`src/verilog/oldland_pkg.sv`:
```
package oldland_pkg;

// ---------------------------------------------------------------------------
// vector types
// ---------------------------------------------------------------------------
typedef logic [31:0] word_t;		// instructions, data and addresses
typedef logic [2:0]  reg_sel_t;		// one of the eight general registers
typedef logic [1:0]  class_t;		// instruction class, bits 31:30
typedef logic [3:0]  opcode_t;		// opcode within a class, bits 29:26
typedef logic [3:0]  alu_opc_t;		// arithmetic opcodes plus the pass-through
typedef logic [2:0]  branch_cond_t;	// condition evaluated in execute
typedef logic [1:0]  mem_width_t;	// access width on the data bus

// instruction classes, class 3 decodes to nothing and acts as a nop
localparam class_t class_arith  = 2'd0;
localparam class_t class_branch = 2'd1;
localparam class_t class_mem    = 2'd2;

// arithmetic opcodes, the ALU takes these unchanged
localparam opcode_t opcode_add   = 4'd0;
localparam opcode_t opcode_sub   = 4'd1;
localparam opcode_t opcode_lsl   = 4'd2;
localparam opcode_t opcode_lsr   = 4'd3;
localparam opcode_t opcode_and   = 4'd4;
localparam opcode_t opcode_xor   = 4'd5;
localparam opcode_t opcode_or    = 4'd6;
localparam opcode_t opcode_cmp   = 4'd7;
localparam opcode_t opcode_mov   = 4'd8;
localparam opcode_t opcode_movhi = 4'd9;

// branch class opcodes
localparam opcode_t opcode_call = 4'd0;
localparam opcode_t opcode_ret  = 4'd1;
localparam opcode_t opcode_b    = 4'd2;
localparam opcode_t opcode_bne  = 4'd3;
localparam opcode_t opcode_beq  = 4'd4;
localparam opcode_t opcode_bgt  = 4'd5;
localparam opcode_t opcode_blt  = 4'd6;

localparam alu_opc_t alu_pass_a = 4'd15;	// result is operand one untouched

localparam branch_cond_t branch_none   = 3'd0;
localparam branch_cond_t branch_ne     = 3'd1;
localparam branch_cond_t branch_eq     = 3'd2;
localparam branch_cond_t branch_gt     = 3'd3;
localparam branch_cond_t branch_lt     = 3'd4;
localparam branch_cond_t branch_always = 3'd7;

localparam mem_width_t width_byte = 2'd0;
localparam mem_width_t width_half = 2'd1;
localparam mem_width_t width_word = 2'd2;

localparam reg_sel_t link_reg  = 3'd6;			// call writes it, ret reads it
localparam word_t    nop_instr = {2'b11, 30'd0};	// class 3 filler between instructions

endpackage

```
`src/verilog/oldland_fetch.sv`:
```
`timescale 1ns/1ps

module oldland_fetch import oldland_pkg::*; #(
	parameter word_t reset_pc = 32'h0000_0000
) (
	input  logic  clk,
	input  logic  reset,
	input  word_t i_data,
	input  logic  retire,
	input  logic  branch_taken,
	input  word_t branch_target,
	output word_t i_addr,
	output word_t instr,
	output word_t pc_plus_4
);

// one instruction in flight, the FSM walks through its four cycles and
// then parks in wb_s until writeback reports the retire
typedef enum logic [1:0] {fetch_s, decode_s, exec_s, wb_s} state_t;

state_t state;
state_t next_state;
word_t pc;

assign i_addr = pc;	// instruction memory answers in the same cycle

always_comb begin
	next_state = state;
	case (state)
	fetch_s:  next_state = decode_s;
	decode_s: next_state = exec_s;
	exec_s:   next_state = wb_s;
	wb_s:     if (retire) next_state = fetch_s;
	default:  next_state = fetch_s;
	endcase
end

always_ff @(posedge clk) begin
	if (reset) begin
		state <= fetch_s;
		pc    <= reset_pc;
		instr <= nop_instr;
	end else begin
		state <= next_state;
		// the decoder only sees the real word for one cycle, the nop keeps
		// its registered controls quiet in every other cycle
		instr <= (state == fetch_s) ? i_data : nop_instr;
		if (state == wb_s && retire)
			pc <= branch_taken ? branch_target : pc + 32'd4;	// redirect or step
	end
end

// return address and base for relative branches, follows instr down the stages
always_ff @(posedge clk) begin
	if (state == fetch_s)
		pc_plus_4 <= pc + 32'd4;
end

endmodule

```
`src/verilog/oldland_decode.sv`:
```
`timescale 1ns/1ps

module oldland_decode import oldland_pkg::*; (
	input  logic         clk,
	input  logic         reset,
	input  word_t        instr,
	output reg_sel_t     ra_sel,
	output reg_sel_t     rb_sel,
	output reg_sel_t     rd_sel,
	output logic         update_rd,
	output word_t        imm32,
	output alu_opc_t     alu_opc,
	output branch_cond_t branch_condition,
	output logic         alu_op1_ra,
	output logic         alu_op2_rb,
	output logic         mem_load,
	output logic         mem_store,
	output mem_width_t   mem_width,
	input  word_t        pc_plus_4,
	output word_t        pc_plus_4_out,
	output class_t       instr_class,
	output logic         is_call,
	output logic         update_flags
);

class_t cls;
opcode_t opcode;
word_t imm16;
word_t imm24;
logic is_branch;
logic is_ret;
logic reg_target;

assign cls        = instr[31:30];
assign opcode     = instr[29:26];
assign is_branch  = cls == class_branch;
assign is_ret     = is_branch && opcode == opcode_ret;
assign reg_target = is_branch && instr[25];	// target taken from ra

// sign extended immediates, branch offsets count words
assign imm16 = {{16{instr[25]}}, instr[25:10]};
assign imm24 = {{6{instr[23]}}, instr[23:0], 2'b00};

// register selects go straight to the register file, ret needs the link register
assign ra_sel = is_ret ? link_reg : instr[5:3];
assign rb_sel = instr[2:0];

initial begin
	alu_opc          = 4'd0;
	update_rd        = 1'b0;
	branch_condition = branch_none;
	imm32            = 32'd0;
	alu_op1_ra       = 1'b0;
	alu_op2_rb       = 1'b0;
	mem_load         = 1'b0;
	mem_store        = 1'b0;
	mem_width        = width_byte;
	rd_sel           = 3'd0;
	pc_plus_4_out    = 32'd0;
	is_call          = 1'b0;
	instr_class      = 2'd0;
	update_flags     = 1'b0;
end

// ---------------------------------------------------------------------------
// strobes, cleared by reset so execute sees no stray access or write
// ---------------------------------------------------------------------------
always @(posedge clk) begin
	if (reset) begin
		update_rd    <= 1'b0;
		update_flags <= 1'b0;
		mem_load     <= 1'b0;
		mem_store    <= 1'b0;
	end else begin
		// cmp only sets the flags, loads write rd later from writeback
		update_rd    <= (cls == class_arith && opcode != opcode_cmp) ||
				(is_branch && opcode == opcode_call);
		update_flags <= cls == class_arith && opcode == opcode_cmp;
		mem_load     <= cls == class_mem && !instr[28];
		mem_store    <= cls == class_mem && instr[28];	// bit 28 marks a store
	end
end

// ---------------------------------------------------------------------------
// payload for the execute stage
// ---------------------------------------------------------------------------
always @(posedge clk) begin
	branch_condition <= branch_none;
	if (is_branch) begin
		case (opcode)
		opcode_bne: branch_condition <= branch_ne;
		opcode_beq: branch_condition <= branch_eq;
		opcode_bgt: branch_condition <= branch_gt;
		opcode_blt: branch_condition <= branch_lt;
		default:    branch_condition <= branch_always;	// call, ret and b
		endcase
	end

	// a register target rides through the ALU as operand one
	alu_opc <= (cls == class_arith) ? opcode :
		(reg_target || is_ret) ? alu_pass_a : opcode_add;

	// movhi puts its immediate in the upper half
	imm32 <= is_branch ? imm24 :
		(cls == class_arith && opcode == opcode_movhi) ? {instr[25:10], 16'd0} : imm16;

	alu_op1_ra  <= cls == class_arith || cls == class_mem || is_ret || reg_target;
	alu_op2_rb  <= cls == class_arith && instr[9];
	rd_sel      <= (is_branch && opcode == opcode_call) ? link_reg : instr[8:6];
	instr_class <= cls;
	is_call     <= is_branch && opcode == opcode_call;

	case (instr[27:26])
	2'b00:   mem_width <= width_word;
	2'b01:   mem_width <= width_half;
	default: mem_width <= width_byte;
	endcase

	pc_plus_4_out <= pc_plus_4;	// for relative targets and the call link value
end

endmodule

```
`src/verilog/oldland_regfile.sv`:
```
`timescale 1ns/1ps

module oldland_regfile import oldland_pkg::*; (
	input  logic     clk,
	input  reg_sel_t ra_sel,
	input  reg_sel_t rb_sel,
	input  logic     wr_en,
	input  reg_sel_t wr_sel,
	input  word_t    wr_data,
	output word_t    ra_data,
	output word_t    rb_data
);

word_t regs [0:7];	// r6 doubles as the link register

// both read ports are asynchronous, decode drives the selects in its own cycle
assign ra_data = regs[ra_sel];
assign rb_data = regs[rb_sel];

// writeback lands at the edge that closes the writeback cycle, before the
// next instruction reaches decode
always_ff @(posedge clk) begin
	if (wr_en)
		regs[wr_sel] <= wr_data;
end

endmodule

```
`src/verilog/oldland_alu.sv`:
```
`timescale 1ns/1ps

module oldland_alu import oldland_pkg::*; (
	input  alu_opc_t opc,
	input  word_t    op1,
	input  word_t    op2,
	output word_t    result,
	output logic     zero,
	output logic     borrow
);

logic [32:0] diff;	// extra bit holds the borrow out
logic [4:0] shamt;

// the flags always come from the subtraction, only cmp decides to keep them
assign diff   = {1'b0, op1} - {1'b0, op2};
assign zero   = diff[31:0] == 32'd0;
assign borrow = diff[32];	// op1 below op2, unsigned
assign shamt  = op2[4:0];

always_comb begin
	case (opc)
	opcode_add:   result = op1 + op2;
	opcode_sub:   result = diff[31:0];
	opcode_lsl:   result = op1 << shamt;
	opcode_lsr:   result = op1 >> shamt;
	opcode_and:   result = op1 & op2;
	opcode_xor:   result = op1 ^ op2;
	opcode_or:    result = op1 | op2;
	opcode_cmp:   result = diff[31:0];	// result dropped, decode blocks the write
	opcode_mov:   result = op2;
	opcode_movhi: result = op2;		// decode already shifted the immediate
	alu_pass_a:   result = op1;		// register branch targets and ret
	default:      result = 32'd0;
	endcase
end

endmodule

```
`src/verilog/oldland_exec.sv`:
```
`timescale 1ns/1ps

module oldland_exec import oldland_pkg::*; (
	input  logic         clk,
	input  logic         reset,
	input  reg_sel_t     rd_sel,
	input  logic         update_rd,
	input  word_t        imm32,
	input  alu_opc_t     alu_opc,
	input  branch_cond_t branch_condition,
	input  logic         alu_op1_ra,
	input  logic         alu_op2_rb,
	input  logic         mem_load,
	input  logic         mem_store,
	input  mem_width_t   mem_width,
	input  class_t       instr_class,
	input  logic         is_call,
	input  logic         update_flags,
	input  word_t        ra_data,
	input  word_t        rb_data,
	input  word_t        pc_plus_4,
	output word_t        d_addr,
	output word_t        d_wr_data,
	output logic         d_wr_en,
	output logic         d_rd_en,
	output logic [3:0]   d_bytesel,
	output logic         branch_taken,
	output word_t        branch_target,
	output logic         wb_en,
	output reg_sel_t     wb_sel,
	output word_t        wb_value,
	output logic         wb_load,
	output mem_width_t   wb_width,
	output logic [1:0]   wb_offset
);

word_t ra_q, rb_q;	// operands read in the decode cycle
word_t op1, op2, result, st_data;
logic zero, borrow, z_flag, c_flag, cond_met;
logic [3:0] lanes;

// the selects are only valid while decode holds the instruction, so the
// read data is captured alongside the decode controls
always_ff @(posedge clk) begin
	ra_q <= ra_data;
	rb_q <= rb_data;
end

assign op1 = alu_op1_ra ? ra_q : 32'd0;
assign op2 = alu_op2_rb ? rb_q : imm32;

oldland_alu u_alu (
	.opc(alu_opc),
	.op1(op1),
	.op2(op2),
	.result(result),
	.zero(zero),
	.borrow(borrow)
);

// conditions look at the flags left by an earlier cmp
always_comb begin
	case (branch_condition)
	branch_ne:     cond_met = !z_flag;
	branch_eq:     cond_met = z_flag;
	branch_gt:     cond_met = !z_flag && !c_flag;
	branch_lt:     cond_met = c_flag;
	branch_always: cond_met = 1'b1;
	default:       cond_met = 1'b0;
	endcase
end

// store data is copied to every lane, the strobes pick the live ones
always_comb begin
	case (mem_width)
	width_byte: begin
		lanes   = 4'b0001 << result[1:0];
		st_data = {4{rb_q[7:0]}};
	end
	width_half: begin
		lanes   = result[1] ? 4'b1100 : 4'b0011;
		st_data = {2{rb_q[15:0]}};
	end
	default: begin
		lanes   = 4'b1111;
		st_data = rb_q;
	end
	endcase
end

always_ff @(posedge clk) begin
	if (reset) begin
		d_wr_en      <= 1'b0;
		d_rd_en      <= 1'b0;
		branch_taken <= 1'b0;
		wb_en        <= 1'b0;
		wb_load      <= 1'b0;
		z_flag       <= 1'b0;
		c_flag       <= 1'b0;
	end else begin
		d_wr_en      <= mem_store;	// one cycle wide, the decode strobes are
		d_rd_en      <= mem_load;
		branch_taken <= instr_class == class_branch && cond_met;
		wb_en        <= update_rd || mem_load;
		wb_load      <= mem_load;
		if (update_flags) begin
			z_flag <= zero;
			c_flag <= borrow;
		end
	end
end

always_ff @(posedge clk) begin
	d_addr        <= result;	// ra plus offset for memory accesses
	d_wr_data     <= st_data;
	d_bytesel     <= lanes;
	branch_target <= (alu_opc == alu_pass_a) ? result : pc_plus_4 + imm32;
	wb_sel        <= rd_sel;
	wb_value      <= is_call ? pc_plus_4 : result;	// call links the return address
	wb_width      <= mem_width;
	wb_offset     <= result[1:0];
end

endmodule

```
`src/verilog/oldland_writeback.sv`:
```
`timescale 1ns/1ps

module oldland_writeback import oldland_pkg::*; (
	input  logic       clk,
	input  logic       reset,
	input  logic       wb_en,
	input  reg_sel_t   wb_sel,
	input  word_t      wb_value,
	input  logic       wb_load,
	input  mem_width_t wb_width,
	input  logic [1:0] wb_offset,
	input  word_t      d_rd_data,
	output logic       rf_wr_en,
	output reg_sel_t   rf_wr_sel,
	output word_t      rf_wr_data,
	output logic       retire
);

logic [1:0] phase;	// position inside the four cycle instruction slot
logic [15:0] ld_half;
logic [7:0] ld_byte;
word_t load_data;

// counts in step with the fetch FSM from reset, the last slot cycle is ours
always_ff @(posedge clk) begin
	if (reset)
		phase <= 2'd0;
	else
		phase <= phase + 2'd1;
end

assign retire = phase == 2'd3;	// also for instructions that write nothing

// pick the addressed lanes out of the word the data memory returned
assign ld_half = wb_offset[1] ? d_rd_data[31:16] : d_rd_data[15:0];
assign ld_byte = d_rd_data[8 * wb_offset +: 8];

always_comb begin
	case (wb_width)
	width_byte: load_data = {24'd0, ld_byte};
	width_half: load_data = {16'd0, ld_half};
	default:    load_data = d_rd_data;
	endcase
end

assign rf_wr_en   = wb_en;
assign rf_wr_sel  = wb_sel;
assign rf_wr_data = wb_load ? load_data : wb_value;

endmodule

```
`src/verilog/oldland_cpu.sv`:
```
`timescale 1ns/1ps

module oldland_cpu import oldland_pkg::*; #(
	parameter word_t reset_pc = 32'h0000_0000
) (
	input  logic       clk,
	input  logic       reset,
	output word_t      i_addr,
	input  word_t      i_data,
	output word_t      d_addr,
	output word_t      d_wr_data,
	input  word_t      d_rd_data,
	output logic       d_wr_en,
	output logic       d_rd_en,
	output logic [3:0] d_bytesel,
	output logic       retire_valid,
	output reg_sel_t   retire_sel,
	output word_t      retire_data
);

// ---------------------------------------------------------------------------
// stage to stage wiring
// ---------------------------------------------------------------------------
word_t instr, fetch_pc_plus_4, dec_pc_plus_4;
reg_sel_t ra_sel, rb_sel, rd_sel;
word_t ra_data, rb_data, imm32;
logic update_rd, alu_op1_ra, alu_op2_rb, mem_load, mem_store, is_call, update_flags;
alu_opc_t alu_opc;
branch_cond_t branch_condition;
mem_width_t mem_width;
class_t instr_class;
logic branch_taken, retire;
word_t branch_target;
logic wb_en, wb_load;
reg_sel_t wb_sel;
word_t wb_value;
mem_width_t wb_width;
logic [1:0] wb_offset;

oldland_fetch #(.reset_pc(reset_pc)) u_fetch (
	.clk(clk), .reset(reset), .i_data(i_data), .retire(retire),
	.branch_taken(branch_taken), .branch_target(branch_target),
	.i_addr(i_addr), .instr(instr), .pc_plus_4(fetch_pc_plus_4)
);

oldland_decode u_decode (
	.clk(clk), .reset(reset), .instr(instr), .ra_sel(ra_sel), .rb_sel(rb_sel),
	.rd_sel(rd_sel), .update_rd(update_rd), .imm32(imm32), .alu_opc(alu_opc),
	.branch_condition(branch_condition), .alu_op1_ra(alu_op1_ra),
	.alu_op2_rb(alu_op2_rb), .mem_load(mem_load), .mem_store(mem_store),
	.mem_width(mem_width), .pc_plus_4(fetch_pc_plus_4),
	.pc_plus_4_out(dec_pc_plus_4), .instr_class(instr_class), .is_call(is_call),
	.update_flags(update_flags)
);

// the write port is the retire port seen from outside
oldland_regfile u_regfile (
	.clk(clk), .ra_sel(ra_sel), .rb_sel(rb_sel), .wr_en(retire_valid),
	.wr_sel(retire_sel), .wr_data(retire_data), .ra_data(ra_data), .rb_data(rb_data)
);

oldland_exec u_exec (
	.clk(clk), .reset(reset), .rd_sel(rd_sel), .update_rd(update_rd), .imm32(imm32),
	.alu_opc(alu_opc), .branch_condition(branch_condition), .alu_op1_ra(alu_op1_ra),
	.alu_op2_rb(alu_op2_rb), .mem_load(mem_load), .mem_store(mem_store),
	.mem_width(mem_width), .instr_class(instr_class), .is_call(is_call),
	.update_flags(update_flags), .ra_data(ra_data), .rb_data(rb_data),
	.pc_plus_4(dec_pc_plus_4), .d_addr(d_addr), .d_wr_data(d_wr_data),
	.d_wr_en(d_wr_en), .d_rd_en(d_rd_en), .d_bytesel(d_bytesel),
	.branch_taken(branch_taken), .branch_target(branch_target), .wb_en(wb_en),
	.wb_sel(wb_sel), .wb_value(wb_value), .wb_load(wb_load), .wb_width(wb_width),
	.wb_offset(wb_offset)
);

oldland_writeback u_writeback (
	.clk(clk), .reset(reset), .wb_en(wb_en), .wb_sel(wb_sel), .wb_value(wb_value),
	.wb_load(wb_load), .wb_width(wb_width), .wb_offset(wb_offset),
	.d_rd_data(d_rd_data), .rf_wr_en(retire_valid), .rf_wr_sel(retire_sel),
	.rf_wr_data(retire_data), .retire(retire)
);

endmodule

```
`config.mk`:
```
export PLATFORM = sky130hd
export DESIGN_NAME = oldland_cpu
export DESIGN_NICKNAME = d
export VERILOG_FILES = /design/src/verilog/oldland_pkg.sv /design/src/verilog/oldland_fetch.sv /design/src/verilog/oldland_decode.sv /design/src/verilog/oldland_regfile.sv /design/src/verilog/oldland_alu.sv /design/src/verilog/oldland_exec.sv /design/src/verilog/oldland_writeback.sv /design/src/verilog/oldland_cpu.sv
export SDC_FILE = /design/constraint.sdc
export NUM_CORES = 2
export LEC_CHECK = 0
export BUFFER_PORTS_ARGS = -buffer_cell sky130_fd_sc_hd__buf_2
export CAP_MARGIN = 30
export CORE_MARGIN = 2
export CORE_UTILIZATION = 30
export CTS_CLUSTER_DIAMETER = 120
export DETAILED_ROUTE_END_ITERATION = 6
export GPL_TIMING_DRIVEN = 0
export SKIP_CTS_REPAIR_TIMING = 1
export SYNTH_ARGS = -nofsm -noshare
export SYNTH_HDL_FRONTEND = slang
export SYNTH_HIERARCHICAL = 1
export SYNTH_SLANG_ARGS = --single-unit
```
`constraint.sdc`:
```
create_clock -name clk -period 7.3 [get_ports clk]
set_input_delay 1.095 -clock clk [delete_from_list [all_inputs] [get_ports clk]]
set_output_delay 1.095 -clock clk [all_outputs]
set_load 0.1 [all_outputs]
```
==> results.txt <==
Routed WL per cell: 29.3 um
Distinct cells, synth: 114
Pleak: 16.0 nW
Num Clock Sinks: 648
Achievable Freq: 139 MHz
syn nets: 3554
family with the most delay on the worst path: compound AO/OA/AOI/OAI gates
1st-pass router iterations: 6
CP Data Required Time: 7.87 ns
DRC: 0
largest net degree at the start of global routing: 34
unrepaired setup endpoints after global routing: false
Critical Path, Cell by Cell: clkbuf_1 > buf_1 > mux2_2 > inv_2 > buf_1 > buf_1 > ha_1 > buf_2 > o21a_1 > a21oi_1 > o21ai_1 > a31o_2 > a311o_1 > a221oi_2 > a21oi_1 > o21ai_0 > mux2_2
post-route antenna net violation count: 0
clk_lat worst skew: 0.67 ns
Worst Tran Pin Value: 1.24 ns
first-pass GRT wire length: 217000 um
total CTS buffers: 72
register area share after synthesis: 0.438
maximum VDD drop: 0.000568 V
Initial Util: 0.302
crit path DAT: 7.75 ns
Global Route Usage Sum: 0.246
Die Wd: 352 um
most used cell, CP: buf_1
Initial DRC Count: 3879
Core Util, Final: 0.353
final hold violation count: 0
die height: 352 um
maxcap violations: 0
port buffer count: 203
die area: 0.124 mm^2
top cells by area, synth: edfxtp_1 24%, dfxtp_1 20%, mux4_1 5.8%
Rows: 127
status: complete, no violations
clk buf depth: 3
dpl hpwl: 124000 um
initial antenna violation count: 8
most frequent cells in the layout: 360 x dfxtp_1, 288 x edfxtp_1, 250 x buf_2, 239 x nor2_1, 215 x nand2_1
slew margin rel.: 0.170
count of nets after finishing: 3872
synthesized flop and latch total: 648
crit-path max FO: 11
Syn-to-layout area delta: 16.7%
CP startpoint kind: register
Gate Count Post-Synth: 3351
vias in the first global route: 28600
Clock Tree Root: clkbuf_16
YS warnings: 6
top cell type's share of synthesized area: 0.239
PwrDens: 434 mW/mm^2
critical path class: register to register
slowest CP cell: o21ai_0
Core Area: 0.120 mm^2
GRT overflow: 0
area of the mapped netlist: 0.0362 mm^2
Syn Area/Cell: 10.8 um^2
vias per cell: 5.75
DRT Wirelength: 157000 um
fin. max-slew vios: 0
total power: 18.3 mW
Final min period: 7.18 ns
commonest non-fill, non-tap cell in the layout: dfxtp_1
clk_skew: 0.0690 ns
Post-synth EDFFs: 288
Yosys top cell by area: edfxtp_1
number of I/O pins: 204
ys flop type: dfxtp_1
CTS H-Tree Depth: 3
FFs w/ async S/R, synth: 0
vias: 30700
RePlAce Congestion: 1.06
CTS tree: yes
critical path endpoint category: register
type of the worst min-delay path: register to register
clock slew at reported path FFs: 0.06 ns
Worst Path Buf+Inv: 6
Setup violations, final: 0
Final Cycle Share: 0.983
share of layout cells above drive strength 1: 0.198
crit-path max cell delay: 0.90 ns
[synth_stat cells, drive strengths merged, types with 19 or more instances]
| cell | instances |
|---|---|
| dfxtp | 360 |
| edfxtp | 288 |
| nor2 | 245 |
| o21ai | 227 |
| nand2 | 217 |
| a21oi | 203 |
| mux2 | 169 |
| ha | 134 |
| inv | 134 |
| mux4 | 134 |
| clkbuf | 116 |
| buf | 114 |
| mux2i | 107 |
| and2 | 76 |
| nand3 | 69 |
| nand2b | 53 |
| xnor2 | 52 |
| nor3 | 45 |
| a31oi | 37 |
| a22oi | 31 |
| nor2b | 30 |
| o211ai | 30 |
| a221o | 29 |
| a221oi | 29 |
| xor2 | 29 |
| nand4 | 28 |
| and3 | 25 |
| a21o | 24 |
| o22ai | 24 |
| a22o | 23 |
| a211oi | 21 |
| o31ai | 20 |
| o21bai | 19 |
[sequential cells by signal (all words and copies together), names as in the netlist, 2 cells and up]
name                       cells
u_exec/rb_q                   32
u_exec/ra_q                   32
u_exec/wb_sel                  3
u_decode/imm32                32
u_exec/wb_value               32
u_decode/rd_sel                3
u_exec/wb_width                2
u_regfile/regs               256
u_fetch/state                  2
u_decode/instr_class           2
u_decode/branch_condition      3
u_exec/branch_target          32
u_decode/pc_plus_4_out        32
u_exec/d_addr                 31
u_writeback/phase              2
u_fetch/instr                 32
u_decode/alu_opc               4
u_exec/d_wr_data              32
u_fetch/pc_plus_4             32
u_exec/d_bytesel               4
u_decode/mem_width             2
u_fetch/i_addr                32
[power breakdown]
group,total (mW),internal [mW],leakage (nW),switching [mW]
registers,5.32,4.75,5.66,0.569
logic,9.21,2.46,9.13,6.75
clock network,3.80,2.20,1.25,1.60
total,18.3,9.41,16.0,8.91
[stage by stage]
stage                     area (um^2)  setup TNS [ns]  std cells  hold WS, ns  worst slack [ns]
final                           42300               0       5343        0.302             0.122
after global routing            42300               0       5339        0.315             0.146
after CTS                       42200               0       5331        0.307            0.0413
after detailed placement        39700               0       5199        0.313            0.0718
after global placement          39300          -0.617       5166        0.313            -0.617
after floorplan                 36200               0       3351        0.310              2.42
[layout make-up]
type / count / area (um^2)
Inverter: 136 / 510
Timing Repair Buffer: 245 / 1430
Tap cell: 1612 / 2020
Clock inverter: 38 / 452
Antenna cell: 4 / 10.0
Sequential cell: 648 / 15900
Buffer: 229 / 1120
Clock buffer: 94 / 2080
Multi-Input combinational cell: 2337 / 18800
Fill cell: 12100 / 77500
[path summary, 6_finish.rpt]
check,start,endpoint,slack (ns),cells after the start
max,u_decode/alu_op2_rb,u_exec/wb_value[25],0.12,17
min,u_fetch/pc_plus_4[5],u_decode/pc_plus_4_out[5],0.30,0
max reg2reg,u_decode/alu_op2_rb,u_exec/wb_value[25],0.12,17
min reg2reg,u_fetch/pc_plus_4[5],u_decode/pc_plus_4_out[5],0.30,0
[kinds of logic after synthesis]
group | synth area share
compound gates | 0.156
fa+ha+maj | 0.0479
simple gates | 0.121
buf+inv | 0.0450
flops | 0.438
xor+xnor | 0.0196
mux | 0.174
[layer usage]
| metal | up-vias | routed length [um] | GRT usage |
|---|---|---|---|
| li1 | 13300 | - | - |
| met1 | 15300 | 64100 | 0.325 |
| met2 | 1821 | 69500 | 0.382 |
| met3 | 349 | 14700 | 0.0525 |
| met4 | 6 | 8450 | 0.119 |
| met5 | - | 34 | 0 |
(Power assumes the default switching activity.)
